### config.mk
export PLATFORM = sky130hd
export DESIGN_NAME = req_decode
export DESIGN_NICKNAME = d
export VERILOG_FILES = /design/src/rtl/cache_cfg_pkg.sv /design/src/rtl/cache_req_pkg.sv /design/src/rtl/req_decode.sv
export SDC_FILE = /design/constraint.sdc
export NUM_CORES = 1
export LEC_CHECK = 0
export ABC_AREA = 1
export ABC_CLOCK_PERIOD_IN_PS = 1000
export BUFFER_PORTS_ARGS = -buffer_cell sky130_fd_sc_hd__buf_2
export CAP_MARGIN = 20
export CORE_AREA = 2 2 142 144
export DETAILED_ROUTE_END_ITERATION = 10
export DIE_AREA = 0 0 144 146
export PLACE_DENSITY = 0.41
export SYNTH_ARGS = -nofsm -noshare
export SYNTH_HDL_FRONTEND = slang
export SYNTH_SLANG_ARGS = --single-unit
### constraint.sdc
create_clock -name vclk -period 1
set_input_delay 0.1 -clock vclk [all_inputs]
set_output_delay 0.1 -clock vclk [all_outputs]
set_load 0.005 [all_outputs]
### src/rtl/cache_cfg_pkg.sv
// ------------------------------
// cache geometry shared by all blocks
// line size and flag layout are fixed here, way count and set count
// are module parameters
// ------------------------------
`default_nettype none

package cache_cfg_pkg;

    localparam int ABUS       = 32;              // address width
    localparam int LNBITS     = 4;               // log2 of bytes per line
    localparam int LINE_BYTES = 1 << LNBITS;     // 16 bytes per line
    localparam int LINE_BITS  = 8 * LINE_BYTES;  // 128-bit line
    localparam int FLBITS     = 4;               // flags kept with each tag

    // flag bit positions
    localparam int FL_VALID = 0;
    localparam int FL_DIRTY = 1;

    // defaults handed down by the top level
    localparam int DEF_WAYBITS = 2;  // 4 ways
    localparam int DEF_IBITS   = 6;  // 64 sets

endpackage

`default_nettype wire

### src/rtl/cache_req_pkg.sv
// ------------------------------
// request and response types of the cache lookup port
// one request per cycle, the response follows one cycle later
// ------------------------------
`default_nettype none

package cache_req_pkg;

    typedef enum logic [2:0] {
        OP_NONE   = 3'd0,
        OP_READ   = 3'd1,  // lookup by tag
        OP_WRITE  = 3'd2,  // fill or update of the line looked up last cycle
        OP_INVAL  = 3'd3,  // clear flags of a hitting line
        OP_DIRECT = 3'd4   // read the way named by addr low bits
    } cache_op_e;

    typedef struct packed {
        cache_op_e                             op;
        logic [cache_cfg_pkg::ABUS-1:0]        addr;
        logic [cache_cfg_pkg::LINE_BITS-1:0]   wdata;
        logic [cache_cfg_pkg::LINE_BYTES-1:0]  wstrb;
        logic [cache_cfg_pkg::FLBITS-1:0]      wflags;
    } cache_req_t;

    typedef struct packed {
        logic                                  hit;
        logic [cache_cfg_pkg::ABUS-1:0]        raddr;   // stored tag as a line address
        logic [cache_cfg_pkg::LINE_BITS-1:0]   rdata;
        logic [cache_cfg_pkg::FLBITS-1:0]      rflags;
    } cache_resp_t;

endpackage

`default_nettype wire

### src/rtl/req_decode.sv
// ------------------------------
// op decoder, purely combinational
// byte strobes pass only with a write op
// ------------------------------
`timescale 1ns/1ps
`default_nettype none

module req_decode (
    input  cache_req_pkg::cache_req_t              i_req,
    output logic                                   o_re,
    output logic                                   o_we,
    output logic                                   o_inval,
    output logic                                   o_direct,
    output logic [cache_cfg_pkg::ABUS-1:0]         o_addr,
    output logic [cache_cfg_pkg::LINE_BITS-1:0]    o_wdata,
    output logic [cache_cfg_pkg::LINE_BYTES-1:0]   o_wstrb,
    output logic [cache_cfg_pkg::FLBITS-1:0]       o_wflags
);
    import cache_req_pkg::*;

    always_comb begin
        o_re     = 1'b0;
        o_we     = 1'b0;
        o_inval  = 1'b0;
        o_direct = 1'b0;
        case (i_req.op)
            OP_READ:  o_re = 1'b1;
            OP_WRITE: o_we = 1'b1;
            OP_INVAL: o_inval = 1'b1;
            OP_DIRECT: begin
                o_re     = 1'b1;  // direct access is a read too
                o_direct = 1'b1;
            end
            default: ;            // OP_NONE and unused codes idle
        endcase
    end

    assign o_addr   = i_req.addr;
    assign o_wdata  = i_req.wdata;
    assign o_wstrb  = o_we ? i_req.wstrb : '0;
    assign o_wflags = i_req.wflags;

endmodule

`default_nettype wire

; ---- Word-level counts from Yosys, hierarchy flattened
; Index checks and enable logic that the tools add are counted.
; Widths: inputs -> output; s select.
[word_totals]
reg_bits = 0
in_bits = 183
output_inout_bits = 184
wordCells = 10
[classes]
eq_ne = 4
muxes = 5
reduce_logical = 1
[op_table]
columns = op, n
row1 = $mux 16, 1
row2 = $eq 3x2->1 const B, 2
row3 = $mux 1, 4
row4 = $eq 3x1->1 const B, 1
row5 = $eq 3x3->1 const B, 1
row6 = $reduce_or 2->1, 1

; ---- Depth between registers and ports, before layout
; Gate-level depths: netlist of run 1.
[depth]
depth_word = 3
mapped_depth = 4
ltp_nobuf = 3

; ---- Worst setup path before layout of run 1
; No wires, ideal clock.
[synth_timing]
kind = input port to output port
start = input i_req[180] (netlist bit)
end = output o_wstrb[10] (netlist bit)
arrival_ns = 0.502
t_required_ns = 0.900
path_slack_ns = 0.398
stages = 4
path_buffers = 1
path_cell_list = inv_2 -> nand3_4 -> buf_6 -> nor2_1
[synth_via]
elab_chain_cells = 3
[synth_rtl]
columns = element, line_no
row1 = from (decl), req_decode.sv:9  ; input cache_req_pkg::cache_req_t i_req,
row2 = $eq 3x2->1, req_decode.sv:26  ; case (i_req.op)
row3 = $mux 1, req_decode.sv:26
row4 = $mux 16, req_decode.sv:40  ; assign o_wstrb = o_we ? i_req.wstrb : '0;
row5 = to (decl), req_decode.sv:16  ; output logic [cache_cfg_pkg::LINE_BYTES-1:0] o_wstrb,
; No other way between the ends.

; ---- Worst setup path after layout of run 1
[layout_timing]
start = input i_req[180] (netlist bit)
end = output o_wstrb[12] (netlist bit)
; The elaborated chain is that of the path after synthesis.

==> impl_metrics.sql, run 1 <==
INSERT INTO impl_metrics (metric_group, metric, value, unit) VALUES
('outcome', 'outcome', 'complete, no violations', ''),
('final_layout', 'areaGrowthSynthToFinish', '-49.96', '%'),
('critical_path', 'path_delay_family', 'simple AND/OR/NAND/NOR gates', ''),
('final_layout', 'clockBufferCount', '0', ''),
('synth', 'synth.lib_cells_used.distinct', '9', ''),
('die', 'floorplan.io_pins', '367', ''),
('global_routing', 'number_of_global_route_vias_before_repair', '657', ''),
('critical_path', 'critical_path.max_stage_delay', '0.22', 'ns'),
('power', 'vdd_drop_max', '63.01', 'uV'),
('final_layout', 'postLayoutCellArea', '709.4', 'um^2'),
('final_layout', 'final-seq-area', '0', 'um^2'),
('routing', 'detailedRoute.firstPassIterationCount', '2', ''),
('place', 'gpl_congestion', '0.6343', ''),
('place', 'io_buffers', '39', ''),
('synth', 'dominant_combinational_cell_family_by_area_after_synthesis', 'buffers and inverters', ''),
('die', 'die-width', '144', 'um'),
('critical_path', 'worstPathRequired', '0.90', 'ns'),
('final_layout', 'design.seq.count', '0', ''),
('synth', 'synth_area_leader_cell', 'sky130_fd_sc_hd__buf_4', ''),
('place', 'dpl_cell_area', '701.9', 'um^2'),
('routing', 'routedWlPerCell', '13.35', 'um'),
('synth', 'synth_simple_gate_area_share', '0.06796', ''),
('die', 'initial_core_utilization', '0.07332', ''),
('sta', 'setup_total_neg_slack', '0', 'ns'),
('critical_path', 'cp-end-kind', 'output port', ''),
('routing', 'post_drt_via_cell_ratio', '1.824', ''),
('critical_path', 'critical_path_buf_inv_count', '3', ''),
('global_routing', 'global_route.usage.total', '0.03668', ''),
('sta', 'rsz0062_at_grt', 'yes', ''),
('global_routing', 'wire_length_of_the_first_global_routing_pass', '5.195', 'mm'),
('global_routing', 'grt_remaining_overflow', '0', ''),
('sta', 'timing.final.setup_violations', '0', ''),
('global_routing', 'grt_start_max_net_pins', '18', ''),
('power', 'power.density_cell_area', '162.0', 'nW/um^2'),
('final_layout', 'finish.utilization', '0.03669', ''),
('final_layout', 'layout.cells.most_common', 'sky130_fd_sc_hd__buf_2', ''),
('final_layout', 'layout_cell_share_with_drive_strength_beyond_1', '0.5432', ''),
('synth', 'synth-xor-area-share', '0', ''),
('synth', 'post_synth_mux_area_share', '0', ''),
('final_layout', 'fin_nets', '266', ''),
('critical_path', 'worstSetupStartpointType', 'input port', ''),
('die', 'core-area', '19330', 'um^2'),
('routing', 'routed-via-count', '633', ''),
('sta', 'min_period', '0.9232', 'ns'),
('synth', 'synth_compound_gate_area_share', '0', ''),
('die', 'row_count', '51', ''),
('synth', 'synth_adder_area_share', '0', ''),
('clock_tree', 'hold_buffers', '0', ''),
('sta', 'slew_headroom', '0.8143', ''),
('synth', 'post_synth.cell_area_avg', '6.848', 'um^2'),
('sta', 'min_period_over_period', '0.9232', ''),
('critical_path', 'worstSetupPathType', 'input port to output port', ''),
('synth', 'netlist_top_cells_area', 'sky130_fd_sc_hd__buf_4 (87%), sky130_fd_sc_hd__inv_1 (5.0%), sky130_fd_sc_hd__nor2_1 (4.2%), sky130_fd_sc_hd__nand3_4 (1.2%), sky130_fd_sc_hd__buf_6 (0.79%)', ''),
('die', 'die_outline_area', '21020', 'um^2'),
('place', 'place_hpwl', '3.905', 'mm'),
('synth', 'yosysTopAreaCellShare', '0.8685', ''),
('sta', 'slew_viol_final', '0', ''),
('global_routing', 'grt_antenna_before_repair', '2', ''),
('sta', 'clock.fmax', '1083', 'MHz'),
('critical_path', 'cp_slowest_cell', 'sky130_fd_sc_hd__nand3_4', ''),
('critical_path', 'worst_ep_arrival_time', '0.82', 'ns'),
('critical_path', 'cp_common_cell', 'sky130_fd_sc_hd__buf_2', ''),
('routing', 'drt_wl_total', '4.634', 'mm'),
('critical_path', 'worstPathCellList', 'buf_2 -> inv_2 -> nand3_4 -> nor2_1 -> buf_2', ''),
('synth', 'synth.net_count', '390', ''),
('routing', 'drt-initial-drc-count', '11', ''),
('sta', 'worst-slew-pin-transition', '0.2785', 'ns'),
('critical_path', 'path_max_fanout', '17', ''),
('min_path', 'holdCritPathClass', 'input port to output port', ''),
('synth', 'yosys_warnings', '0', ''),
('final_layout', 'layout.cells.most_common_list', 'sky130_fd_sc_hd__buf_2 (39), sky130_fd_sc_hd__inv_1 (19), sky130_fd_sc_hd__nor2_1 (14)', ''),
('routing', 'ant_nets', '0', ''),
('synth', 'synth-seq-area-share', '0', ''),
('synth', 'post_synth_inst_count', '207', ''),
('synth', 'syn_area', '1418', 'um^2'),
('run', 'drv.max_cap_violation_count', '0', ''),
('sta', 'hold_viol_final', '0', ''),
('power', 'power.leakage', '0.3452', 'nW'),
('die', 'die_h', '146', 'um'),
('routing', 'drc', '0', '');
-- area by class of cell --
cell class	count	area, um^2
Timing Repair Buffer	39	195.2
Antenna cell	1	2.502
Tap cell	265	331.6
Multi-Input combinational cell	21	101.3
Inverter	21	78.83
Fill cell	2317	18630
-- timing repair --
item | in CTS | in global routing
endpoints found under the setup margin | 0 | 2
gates resized for setup | 0 | 2
setup buffers | 0 | 0
-- per-layer routing --
metal / track usage / vias up / wire [um]
met2: 0.05619 / 155 / 1827
met3: 0.03422 / 104 / 1176
met1: 0.01247 / 184 / 697
met4: 0.06765 / 0 / 932
met5: 0 / - / 0
li1: - / 190 / -
-- report_power, final --
| part | leakage (nW) | switching, mW | total (mW) | internal [mW] |
|---|---|---|---|---|
| Clock | 0.00000634 | 0 | 0.000000134 | 0.000000134 |
| Combinational | 0.345 | 0.0600 | 0.115 | 0.0549 |
| Sequential | 0 | 0 | 0 | 0 |
-- synth_stat cells --
master	n
sky130_fd_sc_hd__buf_4	164
sky130_fd_sc_hd__inv_1	19
sky130_fd_sc_hd__nor2_1	16
sky130_fd_sc_hd__inv_2	2
sky130_fd_sc_hd__nand3_1	2
sky130_fd_sc_hd__buf_6	1
sky130_fd_sc_hd__nand2_1	1
sky130_fd_sc_hd__nand3_4	1
sky130_fd_sc_hd__nor3_1	1
-- logic make-up (layout without fill, tap and decap cells) --
kind of cell           after synthesis  count (layout)
buffers and inverters              186              60
and+or+nand+nor                     21              21
other                                0               1
-- path summary, 6_finish.rpt --
kind	end	depth (start not counted)	slack [ns]	start
setup / recovery	o_wstrb[12]	5	0.08	i_req[180]
hold / removal	o_addr[13]	0	0.20	i_req[161]
-- stage by stage --
step	setup slack (ns)	total power, mW	hold WS [ns]	cells
6_report	0.07678	0.1149	0.2000	347
5_1_grt	-0.01057	0.1299	0.2000	347
4_1_cts	0.04184	0.1170	0.2000	346
3_5_place_dp	0.04611	0.1163	0.2000	346
3_3_place_gp	0.07158	0.1153	0.2000	346
2_1_floorplan	0.3976	0.5767	0.2365	207
Power figures use the tool's default switching activity.
==> inputs of run 2 (changes only) <==
ABC_CLOCK_PERIOD_IN_PS = 1200   (was 1000)
clock period = 1.2 ns   (was 1 ns; I/O delays follow)
==> impl_metrics.sql, run 2 (synthesized netlist as in run 1, its figures left out) <==
INSERT INTO impl_metrics (metric_group, metric, value, unit) VALUES
('clock_tree', 'cts_repair_resize_count', '0', ''),
('final_layout', 'design.seq.count', '0', ''),
('critical_path', 'critical_path.max_stage_delay', '0.21', 'ns'),
('power', 'power.internal', '45.44', 'uW'),
('global_routing', 'global_route.usage.total', '0.03681', ''),
('final_layout', 'layout.cells.most_common_list', 'sky130_fd_sc_hd__buf_2 (39), sky130_fd_sc_hd__inv_1 (19), sky130_fd_sc_hd__nor2_1 (16)', ''),
('sta', 'worst-slew-pin-transition', '0.2587', 'ns'),
('routing', 'ant_nets', '0', ''),
('power', 'power.clock.fraction', '0', ''),
('critical_path', 'cp_slowest_cell', 'sky130_fd_sc_hd__nand3_4', ''),
('final_layout', 'final-seq-area', '0', 'um^2'),
('global_routing', 'number_of_global_route_vias_before_repair', '654', ''),
('die', 'core-area', '19330', 'um^2'),
('power', 'p_switching', '48.31', 'uW'),
('final_layout', 'areaGrowthSynthToFinish', '-50.13', '%'),
('routing', 'post_drt_via_cell_ratio', '1.853', ''),
('final_layout', 'clockBufferCount', '0', ''),
('critical_path', 'cp-end-kind', 'output port', ''),
('place', 'gpl_congestion', '0.6342', ''),
('die', 'die-width', '144', 'um'),
('power', 'vdd_drop_max', '60.76', 'uV'),
('power', 'comb_power_share', '1.000', ''),
('min_path', 'holdCritPathClass', 'input port to output port', ''),
('routing', 'drt_wl_total', '4.630', 'mm'),
('power', 'power.density_cell_area', '132.6', 'nW/um^2'),
('sta', 'setup_total_neg_slack', '0', 'ns'),
('critical_path', 'worstSetupStartpointType', 'input port', ''),
('die', 'floorplan.io_pins', '367', ''),
('place', 'place_hpwl', '3.908', 'mm'),
('die', 'row_count', '51', ''),
('sta', 'min_period', '0.9270', 'ns'),
('final_layout', 'layout_cell_share_with_drive_strength_beyond_1', '0.5185', ''),
('final_layout', 'fin_nets', '266', ''),
('global_routing', 'grt_antenna_before_repair', '3', ''),
('outcome', 'outcome', 'complete, no violations', ''),
('routing', 'routed-via-count', '645', ''),
('sta', 'slew_headroom', '0.8275', ''),
('global_routing', 'wire_length_of_the_first_global_routing_pass', '5.223', 'mm'),
('sta', 'clock.fmax', '1079', 'MHz'),
('sta', 'slew_viol_final', '0', ''),
('final_layout', 'layout.cells.most_common', 'sky130_fd_sc_hd__buf_2', ''),
('critical_path', 'worstSetupPathType', 'input port to output port', ''),
('critical_path', 'worst_ep_arrival_time', '0.81', 'ns'),
('global_routing', 'grt_start_max_net_pins', '18', ''),
('critical_path', 'startpoint', 'i_req[180]', ''),
('routing', 'drt-initial-drc-count', '9', ''),
('critical_path', 'critical_path_buf_inv_count', '3', ''),
('critical_path', 'worstSetupEndpoint', 'o_wstrb[1]', ''),
('die', 'die_outline_area', '21020', 'um^2'),
('critical_path', 'worstPathCellList', 'buf_2 -> inv_2 -> nand3_4 -> nor2_1 -> buf_2', ''),
('global_routing', 'grt_remaining_overflow', '0', ''),
('routing', 'drc', '0', ''),
('critical_path', 'worstPathRequired', '1.08', 'ns'),
('power', 'power.leakage', '0.3457', 'nW'),
('critical_path', 'path_max_fanout', '17', ''),
('clock_tree', 'hold_buffers', '0', ''),
('power', 'swShare', '0.5153', ''),
('power', 'p_total', '93.75', 'uW'),
('critical_path', 'path_delay_family', 'simple AND/OR/NAND/NOR gates', ''),
('power', 'sequential_power_share', '0', ''),
('sta', 'rsz0062_at_grt', 'no', ''),
('clock_tree', 'post-cts-setup-buffer-count', '0', ''),
('critical_path', 'cp_common_cell', 'sky130_fd_sc_hd__buf_2', ''),
('routing', 'routedWlPerCell', '13.30', 'um'),
('sta', 'hold_viol_final', '0', ''),
('routing', 'detailedRoute.firstPassIterationCount', '2', ''),
('sta', 'min_period_over_period', '0.7725', ''),
('die', 'initial_core_utilization', '0.07332', ''),
('run', 'drv.max_cap_violation_count', '0', ''),
('die', 'die_h', '146', 'um'),
('critical_path', 'count_of_cell_instances_traversed_by_the_critical_path', '5', ''),
('place', 'io_buffers', '39', ''),
('sta', 'timing.final.setup_violations', '0', '');
-- run 2: cell count changes in the layout (fill, tap and decap cells not counted) --
cell / delta
sky130_fd_sc_hd__diode_2: +1
sky130_fd_sc_hd__nor2_2: -2
sky130_fd_sc_hd__nor2_1: +2
-- run 2: stage by stage --
stage               hold slack (ns)  instance area [um^2]  worst slack (ns)  std cells     util
global route                 0.2400                 704.4            0.1430        347  0.03643
floorplan                    0.2765                  1418            0.5576        207        -
detailed placement           0.2400                 701.9            0.2215        346  0.03630
CTS                          0.2400                 701.9            0.2170        346  0.03630
global placement             0.2400                 701.9            0.2313        346  0.03630
finish                       0.2400                 706.9            0.2730        348  0.03656
-- run 2: power groups by stage --
stage           Clock (mW)  Sequential [mW]  Combinational, mW
2_1_floorplan            0                0              0.481
3_3_place_gp             0                0             0.0961
3_5_place_dp             0                0             0.0970
4_1_cts                  0                0             0.0977
5_1_grt        0.000000112                0              0.107
6_report       0.000000223                0             0.0937
-- run 2: how the worst min path moves through the flow --
stage	startpoint	end	slack [ns]	cells after the start
after global placement	i_req[162]	o_addr[14]	0.24	0
after detailed placement	i_req[162]	o_addr[14]	0.24	0
final	i_req[161]	o_addr[13]	0.24	0
after floorplan	i_req[182]	o_inval	0.28	1
after CTS	i_req[162]	o_addr[14]	0.24	0
after global routing	i_req[176]	o_addr[28]	0.24	0
-- run 2: final cells by class --
| cell class | instances | area [um^2] |
|---|---|---|
| diodes | 2 | 5.005 |
| fillers | 2307 | 18630 |
| well taps | 265 | 331.6 |
| repair buffers | 39 | 195.2 |
| multi-input cells | 21 | 96.34 |
| inverters | 21 | 78.83 |
-- run 2: routing by layer --
| layer | GRT usage | vias to the layer above | share of wire |
|---|---|---|---|
| met2 | 0.05595 | 155 | 0.39 |
| met1 | 0.01326 | 192 | 0.16 |
| met4 | 0.06765 | 0 | 0.20 |
| met5 | 0 | - | 0 |
| met3 | 0.03389 | 106 | 0.25 |
| li1 | - | 192 | - |
==> inputs of run 3 (changes only) <==
ABC_CLOCK_PERIOD_IN_PS = 900   (was 1200)
CORE_AREA = 2 2 144 146   (was 2 2 142 144)
DIE_AREA = 0 0 146 148   (was 0 0 144 146)
clock period = 0.9 ns   (was 1.2 ns; I/O delays follow)
==> impl_metrics.sql, run 3 (synthesized netlist as in run 1, its figures left out) <==
INSERT INTO impl_metrics (metric_group, metric, value, unit) VALUES
('critical_path', 'critical_path_buf_inv_count', '4', ''),
('sta', 'rsz0062_at_grt', 'no', ''),
('place', 'io_buffers', '39', ''),
('routing', 'detailedRoute.firstPassIterationCount', '3', ''),
('outcome', 'outcome', 'complete, no violations', ''),
('die', 'row_count', '52', ''),
('critical_path', 'cp-end-kind', 'output port', ''),
('final_layout', 'post_layout_nonfiller_instances', '352', ''),
('run', 'drv.max_cap_violation_count', '0', ''),
('routing', 'routedWlPerCell', '12.56', 'um'),
('routing', 'drc', '0', ''),
('global_routing', 'number_of_global_route_vias_before_repair', '707', ''),
('power', 'power.clock.fraction', '0', ''),
('critical_path', 'worstPathRequired', '0.81', 'ns'),
('global_routing', 'wire_length_of_the_first_global_routing_pass', '5.354', 'mm'),
('power', 'sequential_power_share', '0', ''),
('global_routing', 'global_route.usage.total', '0.03613', ''),
('clock_tree', 'hold_buffers', '0', ''),
('critical_path', 'startpoint', 'i_req[182]', ''),
('die', 'die_outline_area', '21610', 'um^2'),
('critical_path', 'count_of_cell_instances_traversed_by_the_critical_path', '6', ''),
('critical_path', 'critical_path.max_stage_delay', '0.16', 'ns'),
('power', 'p_switching', '78.78', 'uW'),
('power', 'vdd_drop_max', '135.1', 'uV'),
('routing', 'drt_wl_total', '4.420', 'mm'),
('final_layout', 'layout.cells.most_common', 'sky130_fd_sc_hd__buf_2', ''),
('place', 'place_hpwl', '3.708', 'mm'),
('sta', 'hold_viol_final', '0', ''),
('final_layout', 'num_antenna_cells', '0', ''),
('critical_path', 'path_max_fanout', '17', ''),
('final_layout', 'layout_cell_share_with_drive_strength_beyond_1', '0.5610', ''),
('min_path', 'holdCritPathClass', 'input port to output port', ''),
('routing', 'drt-initial-drc-count', '11', ''),
('die', 'initial_core_utilization', '0.07074', ''),
('routing', 'post_drt_via_cell_ratio', '1.790', ''),
('sta', 'timing.final.setup_violations', '0', ''),
('power', 'power.leakage', '0.3565', 'nW'),
('final_layout', 'design.seq.count', '0', ''),
('critical_path', 'cp_common_cell', 'sky130_fd_sc_hd__buf_2', ''),
('die', 'die-width', '146', 'um'),
('sta', 'setup_total_neg_slack', '0', 'ns'),
('final_layout', 'layout.cells.most_common_list', 'sky130_fd_sc_hd__buf_2 (39), sky130_fd_sc_hd__inv_1 (19), sky130_fd_sc_hd__nor2_1 (13)', ''),
('sta', 'clock.fmax', '1194', 'MHz'),
('sta', 'min_period', '0.8374', 'ns'),
('sta', 'slew_headroom', '0.8969', ''),
('power', 'power.internal', '69.29', 'uW'),
('clock_tree', 'post-cts-setup-buffer-count', '0', ''),
('global_routing', 'grt_antenna_before_repair', '0', ''),
('critical_path', 'worstSetupStartpointType', 'input port', ''),
('place', 'gpl_congestion', '0.5828', ''),
('die', 'floorplan.io_pins', '367', ''),
('critical_path', 'cp_slowest_cell', 'sky130_fd_sc_hd__buf_12', ''),
('routing', 'ant_nets', '0', ''),
('critical_path', 'worstPathCellList', 'buf_2 -> inv_2 -> nand3_4 -> buf_12 -> nor2_4 -> buf_2', ''),
('routing', 'routed-via-count', '630', ''),
('critical_path', 'worstSetupEndpoint', 'o_wstrb[0]', ''),
('die', 'core-area', '20040', 'um^2'),
('critical_path', 'path_delay_family', 'buffers and inverters', ''),
('global_routing', 'grt_remaining_overflow', '0', ''),
('place', 'dpl_cell_area', '728.2', 'um^2'),
('final_layout', 'clockBufferCount', '0', ''),
('sta', 'slew_viol_final', '0', ''),
('power', 'power.density_cell_area', '197.2', 'nW/um^2'),
('sta', 'min_period_over_period', '0.9305', ''),
('sta', 'worst-slew-pin-transition', '0.1535', 'ns'),
('power', 'comb_power_share', '1.000', ''),
('final_layout', 'fin_nets', '267', ''),
('die', 'die_h', '148', 'um'),
('place', 'numPlacedInstances', '352', ''),
('final_layout', 'postLayoutCellArea', '750.7', 'um^2'),
('final_layout', 'final-seq-area', '0', 'um^2'),
('critical_path', 'worst_ep_arrival_time', '0.75', 'ns'),
('power', 'swShare', '0.5320', ''),
('critical_path', 'worstSetupPathType', 'input port to output port', ''),
('final_layout', 'areaGrowthSynthToFinish', '-47.04', '%'),
('sta', 'fin_hold_ws', '0.1800', 'ns'),
('global_routing', 'grt_start_max_net_pins', '18', '');
==> run 3: cell types whose count changed in the layout (fill, tap and decap cells not counted), sizes merged <==
cell / previous run / this run
diode: 2 / 0
buf: 39 / 40
==> run 3: how the worst min path moves through the flow <==
stage	endpoint	slack, ns	depth (start not counted)	from
floorplan	o_inval	0.22	1	i_req[182]
global placement	o_addr[22]	0.18	0	i_req[170]
detailed placement	o_addr[22]	0.18	0	i_req[170]
CTS	o_addr[22]	0.18	0	i_req[170]
global route	o_addr[26]	0.18	0	i_req[174]
finish	o_addr[11]	0.18	0	i_req[159]
==> run 3: cell type report <==
type | instances | area, um^2
Fill cell | 2442 | 19290
Tap cell | 270 | 337.8
Inverter | 21 | 78.83
Timing Repair Buffer | 40 | 215.2
Multi-Input combinational cell | 21 | 118.9
==> run 3: per-layer routing <==
| layer | share of wire | global-route usage | wire, um |
|---|---|---|---|
| met4 | 0.16 | 0.05583 | 690 |
| met1 | 0.18 | 0.01766 | 796 |
| met2 | 0.39 | 0.05259 | 1736 |
| met3 | 0.27 | 0.03765 | 1197 |
| met5 | 0 | 0 | 0 |
==> run 3: metrics by stage <==
| step | setup slack, ns | util | total power, mW |
|---|---|---|---|
| floorplan | 0.3176 | - | 0.6408 |
| global placement | -0.06318 | 0.03634 | 0.1452 |
| detailed placement | -0.05390 | 0.03634 | 0.1441 |
| CTS | 0.01222 | 0.03671 | 0.1475 |
| global route | 0.01293 | 0.03746 | 0.1693 |
| finish | 0.06259 | 0.03746 | 0.1481 |
==> run 3: repair_timing <==
action,in CTS,in global routing
hold endpoints to repair,0,0
setup endpoints to repair,3,2
resized for setup,3,3
==> run 3: power by group through the flow <==
| stage | logic (mW) | registers (mW) | clock network, mW |
|---|---|---|---|
| after floorplan | 0.641 | 0 | 0 |
| after global placement | 0.145 | 0 | 0 |
| after detailed placement | 0.144 | 0 | 0 |
| after CTS | 0.148 | 0 | 0 |
| after global routing | 0.169 | 0 | 0 |
| final | 0.148 | 0 | 0 |
